$ cat config.mk
export PLATFORM = sky130hd
export DESIGN_NAME = pru_top
export DESIGN_NICKNAME = d
export VERILOG_FILES = /design/src/pru_pkg.sv /design/src/pru_apb_regs.sv /design/src/pru_raster.sv /design/src/pru_frame_buf.sv /design/src/pru_scanout.sv /design/src/pru_top.sv
export VERILOG_INCLUDE_DIRS = /design/src
export SDC_FILE = /design/constraint.sdc
export NUM_CORES = 2
export LEC_CHECK = 0
export BUFFER_PORTS_ARGS = -buffer_cell sky130_fd_sc_hd__buf_2
export CORE_MARGIN = 4
export CORE_UTILIZATION = 30
export DETAILED_ROUTE_END_ITERATION = 16
export MAX_ROUTING_LAYER = met4
export PLACE_DENSITY_LB_ADDON = 0.2
export SETUP_SLACK_MARGIN = 0.5
export SLEW_MARGIN = 30
export SYNTH_ARGS = -nofsm -noshare
export SYNTH_HDL_FRONTEND = slang
export SYNTH_SLANG_ARGS = --single-unit
$ cat constraint.sdc
create_clock -name clk -period 23.8 [get_ports clk]
set_input_delay 2.38 -clock clk [delete_from_list [all_inputs] [get_ports clk]]
set_output_delay 2.38 -clock clk [all_outputs]
set_load 0.02 [all_outputs]
$ cat src/pru_consts.svh
`ifndef PRU_CONSTS_SVH
`define PRU_CONSTS_SVH

// Frame geometry, reduced from full VGA so whole frames fit in simulation
`define PRU_FB_W        32
`define PRU_FB_H        24
`define PRU_FB_PIX      (`PRU_FB_W * `PRU_FB_H)
`define PRU_FB_AW       10              // Enough for 768 pixels
`define PRU_IDX_W       2               // Four palette entries
`define PRU_CHAN_W      10

// APB register byte offsets
`define PRU_REG_CTRL    8'h00
`define PRU_REG_POS     8'h04
`define PRU_REG_SIZE    8'h08
`define PRU_REG_COLOR   8'h0C
`define PRU_REG_STATUS  8'h10
`define PRU_REG_PAL0    8'h20           // Entries at 0x20, 0x24, 0x28, 0x2C

// Palette reset values, {red, green, blue}
`define PRU_PAL_RST0    {10'h30f, 10'h30f, 10'h30f}     // Grey background
`define PRU_PAL_RST1    {10'h3ff, 10'h000, 10'h000}
`define PRU_PAL_RST2    {10'h000, 10'h3ff, 10'h000}
`define PRU_PAL_RST3    {10'h200, 10'h000, 10'h3ff}     // Violet

`endif

$ cat src/pru_pkg.sv
`default_nettype none
`include "pru_consts.svh"

package pru_pkg;

    typedef enum logic [1:0] {
        SHAPE_RECT   = 2'd0,
        SHAPE_CIRCLE = 2'd1,
        SHAPE_CLEAR  = 2'd2            // 2'd3 is reserved
    } shape_e;

    typedef enum logic [1:0] {
        ST_IDLE = 2'd0,
        ST_DRAW = 2'd1,
        ST_DONE = 2'd2
    } draw_state_e;

    // Draw command, 37 bits
    typedef struct packed {
        shape_e      shape;
        logic [5:0]  row;              // Top row, or centre row for a circle
        logic [5:0]  col;              // Left column, or centre column
        logic [5:0]  width;
        logic [5:0]  height_radius;    // Height for a rectangle, radius for a circle
        logic [1:0]  color;
        logic [8:0]  padding;          // Kept at zero
    } draw_cmd_t;

    typedef struct packed {
        logic [`PRU_CHAN_W-1:0] red;
        logic [`PRU_CHAN_W-1:0] green;
        logic [`PRU_CHAN_W-1:0] blue;
    } rgb_t;

    typedef struct packed {
        rgb_t rgb;
        logic sof;                     // Pixel (0,0) of a frame
    } pix_out_t;

    typedef rgb_t [3:0] palette_t;

endpackage

`default_nettype wire

$ cat src/pru_apb_regs.sv
`timescale 1ns/1ns
`default_nettype none
`include "pru_consts.svh"

module pru_apb_regs import pru_pkg::*; (
    input  wire             clk,
    input  wire             rst_n,
    input  wire             i_psel,
    input  wire             i_penable,
    input  wire             i_pwrite,
    input  wire [7:0]       i_paddr,
    input  wire [31:0]      i_pwdata,
    input  wire             i_busy,
    input  wire             i_done,
    output logic [31:0]     o_prdata,
    output logic            o_pready,
    output logic            o_pslverr,
    output logic            o_start,
    output draw_cmd_t       o_cmd,
    output palette_t        o_palette
);
    logic       access, wr, is_pal, addr_hit, ctrl_wr, ctrl_err;
    logic [5:0] row_q, col_q, width_q, height_q;
    logic [1:0] color_q;
    shape_e     shape_q;
    logic       done_q;
    palette_t   palette_q;

    assign access   = i_psel & i_penable;
    assign wr       = access & i_pwrite;
    assign is_pal   = (i_paddr & 8'hF3) == `PRU_REG_PAL0;
    assign ctrl_wr  = wr & (i_paddr == `PRU_REG_CTRL);
    assign ctrl_err = ctrl_wr & (i_busy | (i_pwdata[2:1] == 2'b11));   // Busy or reserved shape

    assign o_pready  = 1'b1;
    assign o_pslverr = access & (~addr_hit | ctrl_err);
    assign o_start   = ctrl_wr & i_pwdata[0] & ~ctrl_err;
    assign o_palette = palette_q;

    // Read mux and address decode
    always_comb begin
        o_prdata = '0;
        addr_hit = 1'b1;
        if (is_pal) begin
            o_prdata = {2'b00, palette_q[i_paddr[3:2]]};
        end else begin
            case (i_paddr)
                `PRU_REG_CTRL:   o_prdata = {29'd0, shape_q, 1'b0};
                `PRU_REG_POS:    o_prdata = {10'd0, row_q, 10'd0, col_q};     // Row in 21:16
                `PRU_REG_SIZE:   o_prdata = {10'd0, height_q, 10'd0, width_q};
                `PRU_REG_COLOR:  o_prdata = {30'd0, color_q};
                `PRU_REG_STATUS: o_prdata = {30'd0, done_q, i_busy};
                default:         addr_hit = 1'b0;
            endcase
        end
    end

    always_comb begin
        o_cmd               = '0;
        o_cmd.shape         = shape_e'(i_pwdata[2:1]);    // Shape comes with the start write
        o_cmd.row           = row_q;
        o_cmd.col           = col_q;
        o_cmd.width         = width_q;
        o_cmd.height_radius = height_q;
        o_cmd.color         = color_q;
    end

    always_ff @(posedge clk or negedge rst_n) begin
        if (!rst_n) begin
            row_q     <= '0;
            col_q     <= '0;
            width_q   <= '0;
            height_q  <= '0;
            color_q   <= '0;
            shape_q   <= SHAPE_RECT;
            done_q    <= 1'b0;
            palette_q <= {`PRU_PAL_RST3, `PRU_PAL_RST2, `PRU_PAL_RST1, `PRU_PAL_RST0};
        end else begin
            if (o_start) begin
                done_q <= 1'b0;
            end else if (i_done) begin
                done_q <= 1'b1;         // Sticky until the next start
            end
            if (wr && !o_pslverr) begin
                if (is_pal) begin
                    palette_q[i_paddr[3:2]] <= i_pwdata[29:0];
                end else begin
                    case (i_paddr)
                        `PRU_REG_CTRL: shape_q <= shape_e'(i_pwdata[2:1]);
                        `PRU_REG_POS: begin
                            row_q <= i_pwdata[21:16];
                            col_q <= i_pwdata[5:0];
                        end
                        `PRU_REG_SIZE: begin
                            height_q <= i_pwdata[21:16];
                            width_q  <= i_pwdata[5:0];
                        end
                        `PRU_REG_COLOR: color_q <= i_pwdata[1:0];
                        default: ;                      // STATUS is read only
                    endcase
                end
            end
        end
    end

endmodule

`default_nettype wire

$ cat src/pru_raster.sv
`timescale 1ns/1ns
`default_nettype none
`include "pru_consts.svh"

module pru_raster import pru_pkg::*; (
    input  wire                     clk,
    input  wire                     rst_n,
    input  wire                     i_start,
    input  wire draw_cmd_t          i_cmd,
    output logic                    o_busy,
    output logic                    o_done,
    output logic                    o_we,
    output logic [`PRU_FB_AW-1:0]   o_waddr,
    output logic [`PRU_IDX_W-1:0]   o_wdata
);
    draw_state_e        state_q;
    draw_cmd_t          cmd_q, cmd_cur;
    logic               accept, empty_rect, in_frame, in_shape;
    logic signed [7:0]  r_q, c_q;                    // Walk position, may go negative
    logic signed [7:0]  ctr_r, ctr_c, size_w, size_h;
    logic signed [7:0]  r_first, c_first, r_last, c_last;
    logic signed [7:0]  dr, dc;
    logic signed [15:0] dist2, rad2;

    assign accept  = (state_q == ST_IDLE) & i_start;
    assign cmd_cur = (state_q == ST_IDLE) ? i_cmd : cmd_q;   // Bounds valid on the start cycle

    assign ctr_r  = $signed({2'b00, cmd_cur.row});
    assign ctr_c  = $signed({2'b00, cmd_cur.col});
    assign size_w = $signed({2'b00, cmd_cur.width});
    assign size_h = $signed({2'b00, cmd_cur.height_radius});

    assign empty_rect = (cmd_cur.shape == SHAPE_RECT) &&
                        (cmd_cur.width == '0 || cmd_cur.height_radius == '0);

    // Bounding box of the current shape
    always_comb begin
        case (cmd_cur.shape)
            SHAPE_CIRCLE: begin
                r_first = ctr_r - size_h;
                c_first = ctr_c - size_h;
                r_last  = ctr_r + size_h;
                c_last  = ctr_c + size_h;
            end
            SHAPE_CLEAR: begin
                r_first = '0;
                c_first = '0;
                r_last  = 8'(`PRU_FB_H - 1);
                c_last  = 8'(`PRU_FB_W - 1);
            end
            default: begin
                r_first = ctr_r;
                c_first = ctr_c;
                r_last  = ctr_r + size_h - 8'sd1;
                c_last  = ctr_c + size_w - 8'sd1;
            end
        endcase
    end

    assign dr    = r_q - ctr_r;
    assign dc    = c_q - ctr_c;
    assign dist2 = dr * dr + dc * dc;
    assign rad2  = size_h * size_h;

    assign in_frame = (r_q >= 0) && (r_q < `PRU_FB_H) && (c_q >= 0) && (c_q < `PRU_FB_W);
    assign in_shape = (cmd_q.shape != SHAPE_CIRCLE) || (dist2 <= rad2);

    assign o_busy  = (state_q != ST_IDLE);                // Through the done cycle too
    assign o_done  = (state_q == ST_DONE);
    assign o_we    = (state_q == ST_DRAW) & in_frame & in_shape;
    assign o_waddr = `PRU_FB_AW'(r_q * `PRU_FB_W + c_q);
    assign o_wdata = (cmd_q.shape == SHAPE_CLEAR) ? '0 : cmd_q.color;   // Clear paints entry 0

    always_ff @(posedge clk) begin
        if (accept) begin
            cmd_q <= i_cmd;
        end
    end

    // Row-major walk, one position per clock
    always_ff @(posedge clk or negedge rst_n) begin
        if (!rst_n) begin
            state_q <= ST_IDLE;
            r_q     <= '0;
            c_q     <= '0;
        end else begin
            case (state_q)
                ST_IDLE: begin
                    if (accept) begin
                        state_q <= empty_rect ? ST_DONE : ST_DRAW;
                        r_q     <= r_first;
                        c_q     <= c_first;
                    end
                end
                ST_DRAW: begin
                    if (c_q == c_last) begin
                        c_q <= c_first;
                        if (r_q == r_last) begin
                            state_q <= ST_DONE;
                        end else begin
                            r_q <= r_q + 8'sd1;
                        end
                    end else begin
                        c_q <= c_q + 8'sd1;
                    end
                end
                default: state_q <= ST_IDLE;        // ST_DONE lasts one cycle
            endcase
        end
    end

endmodule

`default_nettype wire

$ cat src/pru_frame_buf.sv
`timescale 1ns/1ns
`default_nettype none
`include "pru_consts.svh"

module pru_frame_buf (
    input  wire                     clk,
    input  wire                     i_we,
    input  wire [`PRU_FB_AW-1:0]    i_waddr,
    input  wire [`PRU_IDX_W-1:0]    i_wdata,
    input  wire [`PRU_FB_AW-1:0]    i_raddr,
    output logic [`PRU_IDX_W-1:0]   o_rdata
);
    // One colour index per pixel, row-major
    logic [`PRU_IDX_W-1:0] mem [0:`PRU_FB_PIX-1] = '{default: '0};

    // Write port
    always_ff @(posedge clk) begin
        if (i_we) begin
            mem[i_waddr] <= i_wdata;
        end
    end

    // Registered read, sees the old word on a same-address write
    always_ff @(posedge clk) begin
        o_rdata <= mem[i_raddr];
    end

endmodule

`default_nettype wire

$ cat src/pru_scanout.sv
`timescale 1ns/1ns
`default_nettype none
`include "pru_consts.svh"

module pru_scanout import pru_pkg::*; (
    input  wire                     clk,
    input  wire                     rst_n,
    input  wire [`PRU_IDX_W-1:0]    i_rdata,
    input  wire palette_t           i_palette,
    input  wire                     i_pix_ready,
    output logic [`PRU_FB_AW-1:0]   o_raddr,
    output logic                    o_pix_valid,
    output pix_out_t                o_pix
);
    logic [`PRU_FB_AW-1:0] addr_q, addr_inc;
    logic                  pend_q;           // i_rdata holds the pixel at addr_q
    logic                  out_free, load;

    assign addr_inc = (addr_q == `PRU_FB_AW'(`PRU_FB_PIX - 1)) ? '0 : addr_q + 1'b1;
    assign out_free = ~o_pix_valid | i_pix_ready;
    assign load     = pend_q & out_free;

    // Read ahead only when the pending pixel moves to the output
    assign o_raddr = load ? addr_inc : addr_q;

    always_ff @(posedge clk or negedge rst_n) begin
        if (!rst_n) begin
            addr_q      <= '0;
            pend_q      <= 1'b0;
            o_pix_valid <= 1'b0;
        end else begin
            pend_q <= 1'b1;                  // Read port returns o_raddr every cycle
            if (load) begin
                addr_q      <= addr_inc;
                o_pix_valid <= 1'b1;
            end else if (i_pix_ready) begin
                o_pix_valid <= 1'b0;
            end
        end
    end

    // Palette lookup into the output register, held under back-pressure
    always_ff @(posedge clk) begin
        if (load) begin
            o_pix.rgb <= i_palette[i_rdata];
            o_pix.sof <= (addr_q == '0);
        end
    end

endmodule

`default_nettype wire

$ cat src/pru_top.sv
`timescale 1ns/1ns
`default_nettype none
`include "pru_consts.svh"

module pru_top import pru_pkg::*; (
    input  wire             clk,
    input  wire             rst_n,
    // APB slave
    input  wire             i_psel,
    input  wire             i_penable,
    input  wire             i_pwrite,
    input  wire [7:0]       i_paddr,
    input  wire [31:0]      i_pwdata,
    output logic [31:0]     o_prdata,
    output logic            o_pready,
    output logic            o_pslverr,
    // Pixel stream
    output logic            o_pix_valid,
    output pix_out_t        o_pix,
    input  wire             i_pix_ready
);
    logic                   start, busy, done, we;
    draw_cmd_t              cmd;
    palette_t               palette;
    logic [`PRU_FB_AW-1:0]  waddr, raddr;
    logic [`PRU_IDX_W-1:0]  wdata, rdata;

    pru_apb_regs pru_apb_regs_inst (
        .clk, .rst_n,
        .i_psel, .i_penable, .i_pwrite, .i_paddr, .i_pwdata,
        .i_busy(busy), .i_done(done),
        .o_prdata, .o_pready, .o_pslverr,
        .o_start(start), .o_cmd(cmd), .o_palette(palette)
    );

    pru_raster pru_raster_inst (
        .clk, .rst_n,
        .i_start(start), .i_cmd(cmd),
        .o_busy(busy), .o_done(done),
        .o_we(we), .o_waddr(waddr), .o_wdata(wdata)
    );

    pru_frame_buf pru_frame_buf_inst (
        .clk,
        .i_we(we), .i_waddr(waddr), .i_wdata(wdata),
        .i_raddr(raddr), .o_rdata(rdata)
    );

    pru_scanout pru_scanout_inst (
        .clk, .rst_n,
        .i_rdata(rdata), .i_palette(palette), .i_pix_ready,
        .o_raddr(raddr), .o_pix_valid, .o_pix
    );

endmodule

`default_nettype wire

======== After elaboration in Yosys (flattened, before gate mapping) ========
Memory sizes are Yosys's and may differ from the RTL's. A register that Yosys moved wholly into a read port is not among the register bits.
Index checks and enable logic that the tools add are counted.
Widths: inputs -> output; s select.
storage, ports and cells
  register bits after elaboration ......... 238
  memory bits (writable) .................. 1536
  input bits .............................. 46
  output and inout bits ................... 66
  word-level logic and storage cells ...... 163
  memories kept ........................... 1
cells by class
  add/subtract/negate cells ............... 14
  multiply operators ...................... 3
  order comparisons ....................... 8
  equality and inequality tests ........... 19
  mux-type cells .......................... 37
  bitwise operators ....................... 18
  reductions and logical operators ........ 28
memory list
  memory                  words  width  read ports  clocked after memory_dff  write ports  RTL line             source
  pru_frame_buf_inst.mem  768    2      1           1                         1            pru_frame_buf.sv:14  logic [`PRU_IDX_W-1:0] mem [0:`PRU_FB_PIX-1] = '{default: '0};
operators by type and width
  operator             number
  $bmux 30 s2          2
  $bwmux 120           1
  $mux 30              4
  $pmux 22 s5          1
  $pmux 8 s2           6
  $demux 30 s2         1
  $mux 8               5
  $mux 37              1
  $mul 8x8->16         2
  $add 6x6->7          3
  $mux 10              2
  $add 16x16->16       1
  $add 8x2->8 const B  2
  $eq 8x4->1 const B   2
  $eq 8x8->1           2
  $ge 8x1->1 const B   2
  $le 16x16->1         1
  $sub 8x2->8 const B  2
  $sub 8x7->8          2
  $reduce_and 3->1     5
  $sub 6x6->7          2
  $logic_not 6->1      2
  $mul 6x6->12         1
  $and 1x1->1          11
  29 further kinds     64

======== Longest topological paths before layout ========
  depth in word-level cells ............... 10
  gate-level depth with buffers ........... 43
  mapped depth without buffers ............ 38

======== By module ========
From an unflattened synthesis, not the netlist that was laid out.
second synthesis, totals
  cells, all modules ...................... 5325
  area total of the unflattened synthesis .. 82852.0 sq um
by module, submodules not included
  module         instances  cells an instance  area an instance (sq um)  sequential area each (sq um)
  pru_frame_buf  1          3561               63015.4                   46164.3
  pru_raster     1          1174               10440.0                   1291.2
  pru_apb_regs   1          461                7135.6                    3789.9
  pru_scanout    1          129                2260.9                    1231.2

======== Worst setup path before layout ========
OpenSTA, ideal clock, no wires.
  path kind ............................... reg2reg
  from .................................... reg pru_raster_inst.cmd_q[36] (netlist name)
  to ...................................... mem pru_frame_buf_inst.mem[0][0] (netlist name) (data pin)
  setup time .............................. 2.209 ns
  data arrival time ....................... 10.041 ns
  path slack .............................. 11.550 ns
  cell stages (with the launch flop) ...... 3
  buffers on the path ..................... 0
  path through ............................ edfxtp_1 nand2b_1 and2_1
between the ends
  longest elaborated chain between the ends .. 2
ends and longest elaborated chain
  item                                     RTL line             source
  start: declaration                       pru_raster.sv:17     draw_cmd_t cmd_q, cmd_cur;
  start signal: assignment                 pru_raster.sv:76     cmd_q <= i_cmd;
  $eq 2x2->1                               pru_raster.sv:72     assign o_wdata = (cmd_q.shape == SHAPE_CLEAR) ? '0 : cmd_q.color;
  $mux 2                                   pru_raster.sv:72
  named net pru_frame_buf_inst.i_wdata[0]  pru_frame_buf.sv:9   input wire [`PRU_IDX_W-1:0] i_wdata,
  end: declaration                         pru_frame_buf.sv:14
The timed path passes the listed nets, and every way through them passes these cells.

======== Final worst setup path ========
  from .................................... reg pru_raster_inst.state_q[1]
  to ...................................... mem pru_frame_buf_inst.mem[78][0] (netlist name) (enable)
between the ends
  longest elaborated chain between the ends .. 10
  elaborated cells between the ends (all ways) .. 15
  classes of those cells .................. add/sub (3); mul (3); order compare (1); eq/ne (1); mux (3); bitwise (2); reduce/logical (2)
ends and longest elaborated chain
  item                                   RTL line                            source
  start: declaration                     pru_raster.sv:16                    draw_state_e state_q;
  start signal: assignment               pru_raster.sv:90                    state_q <= empty_rect ? ST_DONE : ST_DRAW;
  $logic_not 2->1                        pru_raster.sv:26                    assign cmd_cur = (state_q == ST_IDLE) ? i_cmd : cmd_q;
  $mux 37                                pru_raster.sv:26
  $sub 8x7->8, on equally long branches  pru_raster.sv:60, pru_raster.sv:61
  $mul 8x8->16                           pru_raster.sv:62                    assign dist2 = dr * dr + dc * dc;
  $add 16x16->16                         pru_raster.sv:62
  $le 16x16->1                           pru_raster.sv:66                    assign in_shape = (cmd_q.shape != SHAPE_CIRCLE) || (dist2 <= rad2);
  $logic_or 1x1->1                       pru_raster.sv:66
  $and 1x1->1 *                          pru_raster.sv:70                    assign o_we = (state_q == ST_DRAW) & in_frame & in_shape;
  $mux 1 *                               pru_frame_buf.sv:18                 if (i_we) begin
  $mux 1 (implied by the code) *         pru_frame_buf.sv:19                 mem[i_waddr] <= i_wdata;
Mark *: on every way between the ends. The rest lies on a longest branch, timed or not.

==> flow_summary.ini <==
[outcome]
outcome = finished clean

[cts]
cts_root_buf = clkbuf_16
cts_buffer_depth = 4
h-tree-depth = 4
cts_hold_buf = 0
numCtsBuffers = 199
postCtsSetupBuffers = 0
insertion_delay_ns = 0.87
post_cts_resize_count = 0
cts_tree = built
clock-sinks = 1776
path_clk_slew_ns = 0.06

[synth]
synth_compound_gate_area_share_pct = 4.50
synth_ff_type = edfxtp_1
synth_xor_area_share_pct = 0.914
yosys_register_bits = 1776
synthAdderAreaFrac_pct = 4.95
avgSynthCellArea_um2 = 12.0
ys_top_cells_by_area = edfxtp_1, nand2_1, nor3_1
syn_area_mm2 = 0.0853
synth_top_area_share_pct = 56.2
ys_warn_count = 0
yosys.area_share.simple_pct = 17.1
synth_top_family_by_area = simple AND/OR/NAND/NOR gates
yosysTopAreaCell = edfxtp_1
muxShareOfSynthArea_pct = 7.12
synth.distinct_cells = 89
synth_edf_count = 1595
ys_seq_area_share_pct = 61.5
syn_inst = 7116
async_reset_ff_share_pct = 10.1

[global_route]
grt_pass1_wl_um = 417000
grt_max_degree = 219
use_met3_pct = 2.70
grtUsageMet2_pct = 31.0
grt_usage_pct = 19.5
grtUsageMet1_pct = 26.3
grt-ovfl-total = 0
grt_busiest_layer = met2
grt_pass1_vias = 59071
antenna_found_initial = 6

[detailed_routing]
route.detailed.vias_per_inst = 5.33
drc = 0
vias = 58481
drt_iter0_drc = 5480
ant_nets = 0
routedWlPerCell_um = 25.9
wl_um = 285000
dr.pass1.iters = 7

[worst_setup_path]
cpPeakStageDelay_ns = 0.80
worstSetupEndpointType = register
crit_path_start_kind = register
cp_max_fo = 135
cpMostUsedCell = fa_1
slowest_stage = nor2_1
critPathArrivalTime_ns = 14.59
required_ns = 24.38
path_class = register to register
reg2reg_depth = 41

[timing]
final_max_slew_viol_count = 0
period_minus_slack_ns = 14.01
finalSetupTns_ns = 0
relSlewSlack_pct = 28.6
fin_skew_ns = 0.0791
rsz0062_at_grt = false
finalSetupViolCount = 0
worst_pin_slew_ns = 1.07
fin_crit_sh_pct = 58.8
report.final.hold_viol_count = 0
fmax_ghz = 0.0714

[hold_path]
min_path_cells = 0
hold_path_class = register to register

[placement]
port_buffers = 106
dpl.hpwl_um = 177000
place.gp.congestion = 0.846

[floorplanning]
die_area_mm2 = 0.293
die_w_um = 541
die_h_um = 541
rows = 195
core_mm2 = 0.283
initial_core_util_pct = 30.2
ios = 112

[final_layout]
mostFrequentLayoutCells = edfxtp_1, nand2_1, nor3_1
nNetsFinal = 7370
area_delta_synth_final_pct = 12.7
final_common_cell = edfxtp_1
drive_gt1_share_pct = 12.4

[job]
cap_viol_max_count = 0
==> synthesized netlist by cell type (11+ instances only) <==
library cell / n
edfxtp_1: 1595
nand2_1: 1354
nor3_1: 775
nand3_1: 621
buf_2: 254
inv_1: 243
mux2i_1: 211
nor2_1: 194
clkbuf_1: 174
mux2_2: 156
ha_1: 131
dfrtp_1: 130
fa_1: 129
a21oi_1: 126
mux4_2: 98
and3_1: 81
a31oi_1: 68
xnor2_1: 67
o21ai_0: 57
nor4_1: 51
dfstp_2: 49
buf_1: 37
nand4_1: 37
buf_4: 34
a311oi_1: 32
o22ai_1: 32
a211oi_1: 31
a21o_1: 29
a32oi_1: 22
xor2_1: 22
and2_1: 17
nand2b_1: 17
nor2b_1: 16
o211ai_1: 15
o2111ai_1: 13
a221oi_1: 11
==> cell type report <==
| class | instances | area (µm²) |
|---|---|---|
| Antenna cell | 5 | 12.5 |
| Clock buffer | 249 | 5240 |
| Clock inverter | 114 | 1060 |
| Fill cell | 27997 | 186000 |
| Inverter | 253 | 981 |
| Multi-Input combinational cell | 4586 | 29800 |
| Sequential cell | 1776 | 52500 |
| Tap cell | 3743 | 4680 |
| Timing Repair Buffer | 248 | 1930 |
==> flip-flops by register name, summed over array words and instances, names as in the netlist <==
register                      count
pru_raster_inst.c_q               8
pru_raster_inst.r_q               8
pru_raster_inst.state_q           2
pru_scanout_inst.o_pix_valid      1
pru_apb_regs_inst.row_q           6
pru_raster_inst.cmd_q            28
pru_apb_regs_inst.col_q           6
pru_apb_regs_inst.shape_q         2
pru_scanout_inst.o_pix           31
pru_frame_buf_inst.o_rdata        2
pru_apb_regs_inst.width_q         6
pru_apb_regs_inst.height_q        6
pru_apb_regs_inst.o_palette     120
pru_apb_regs_inst.color_q         2
pru_apb_regs_inst.done_q          1
pru_scanout_inst.pend_q           1
pru_scanout_inst.addr_q          10
pru_frame_buf_inst.mem         1536
==> cell families (layout without fill, tap and decap cells) <==
group | count (synthesis) | after routing
xor+xnor | 89 | 89
mux | 465 | 465
flops | 1776 | 1776
simple gates | 3215 | 3215
buf+inv | 756 | 864
other cells | 2 | 9
fa+ha+maj | 260 | 260
compound gates | 553 | 553
==> per-layer routing <==
layer,share of wire (%),up-vias
met3,5.9,435
li1,-,26094
met2,47,1860
met4,2.7,0
met5,0,-
met1,44,30092
==> worst max-delay path, delay by kind of cell, from the launching register on <==
| family | cells | cell delay (ns) |
|---|---|---|
| XOR/XNOR | 2 | 0.71 |
| multiplexers | 1 | 0.53 |
| AO/OA/AOI/OAI | 9 | 1.74 |
| adder cells (fa/ha/maj) | 9 | 3.79 |
| AND/OR/NAND/NOR | 8 | 1.69 |
| flip-flops | 1 | 0.46 |
| buffers and inverters | 12 | 4.38 |
==> path summary, 6_finish.rpt <==
| kind | start | endpoint | slack, ns |
|---|---|---|---|
| max | pru_raster_inst.state_q[1] | pru_frame_buf_inst.mem[78][0] | 9.79 |
| min | pru_apb_regs_inst.color_q[0] | pru_raster_inst.cmd_q[9] | 0.48 |
| min in group asynchronous | rst_n | pru_apb_regs_inst.o_palette[115] | 1.49 |
| max in group asynchronous | rst_n | pru_raster_inst.c_q[3] | 20.68 |
| max reg2reg | pru_raster_inst.state_q[1] | pru_frame_buf_inst.mem[78][0] | 9.79 |
| min reg2reg | pru_apb_regs_inst.color_q[0] | pru_raster_inst.cmd_q[9] | 0.48 |
==> stage by stage <==
step	worst slack, ns	hold WS [ns]	instances	instance area (µm²)	util, %
floorplan	11.55	0.437	7118	85300	-
global placement	9.37	0.462	10597	89600	31.7
detailed placement	9.76	0.464	10601	89700	31.7
CTS	9.66	0.479	10964	96000	34.0
global route	8.63	0.496	10971	96100	34.0
finish	9.79	0.479	10974	96100	34.0
Power is left out: the tool's default activity adds up to more than one toggle a clock period on the data nets, which glitch-free logic cannot reach.
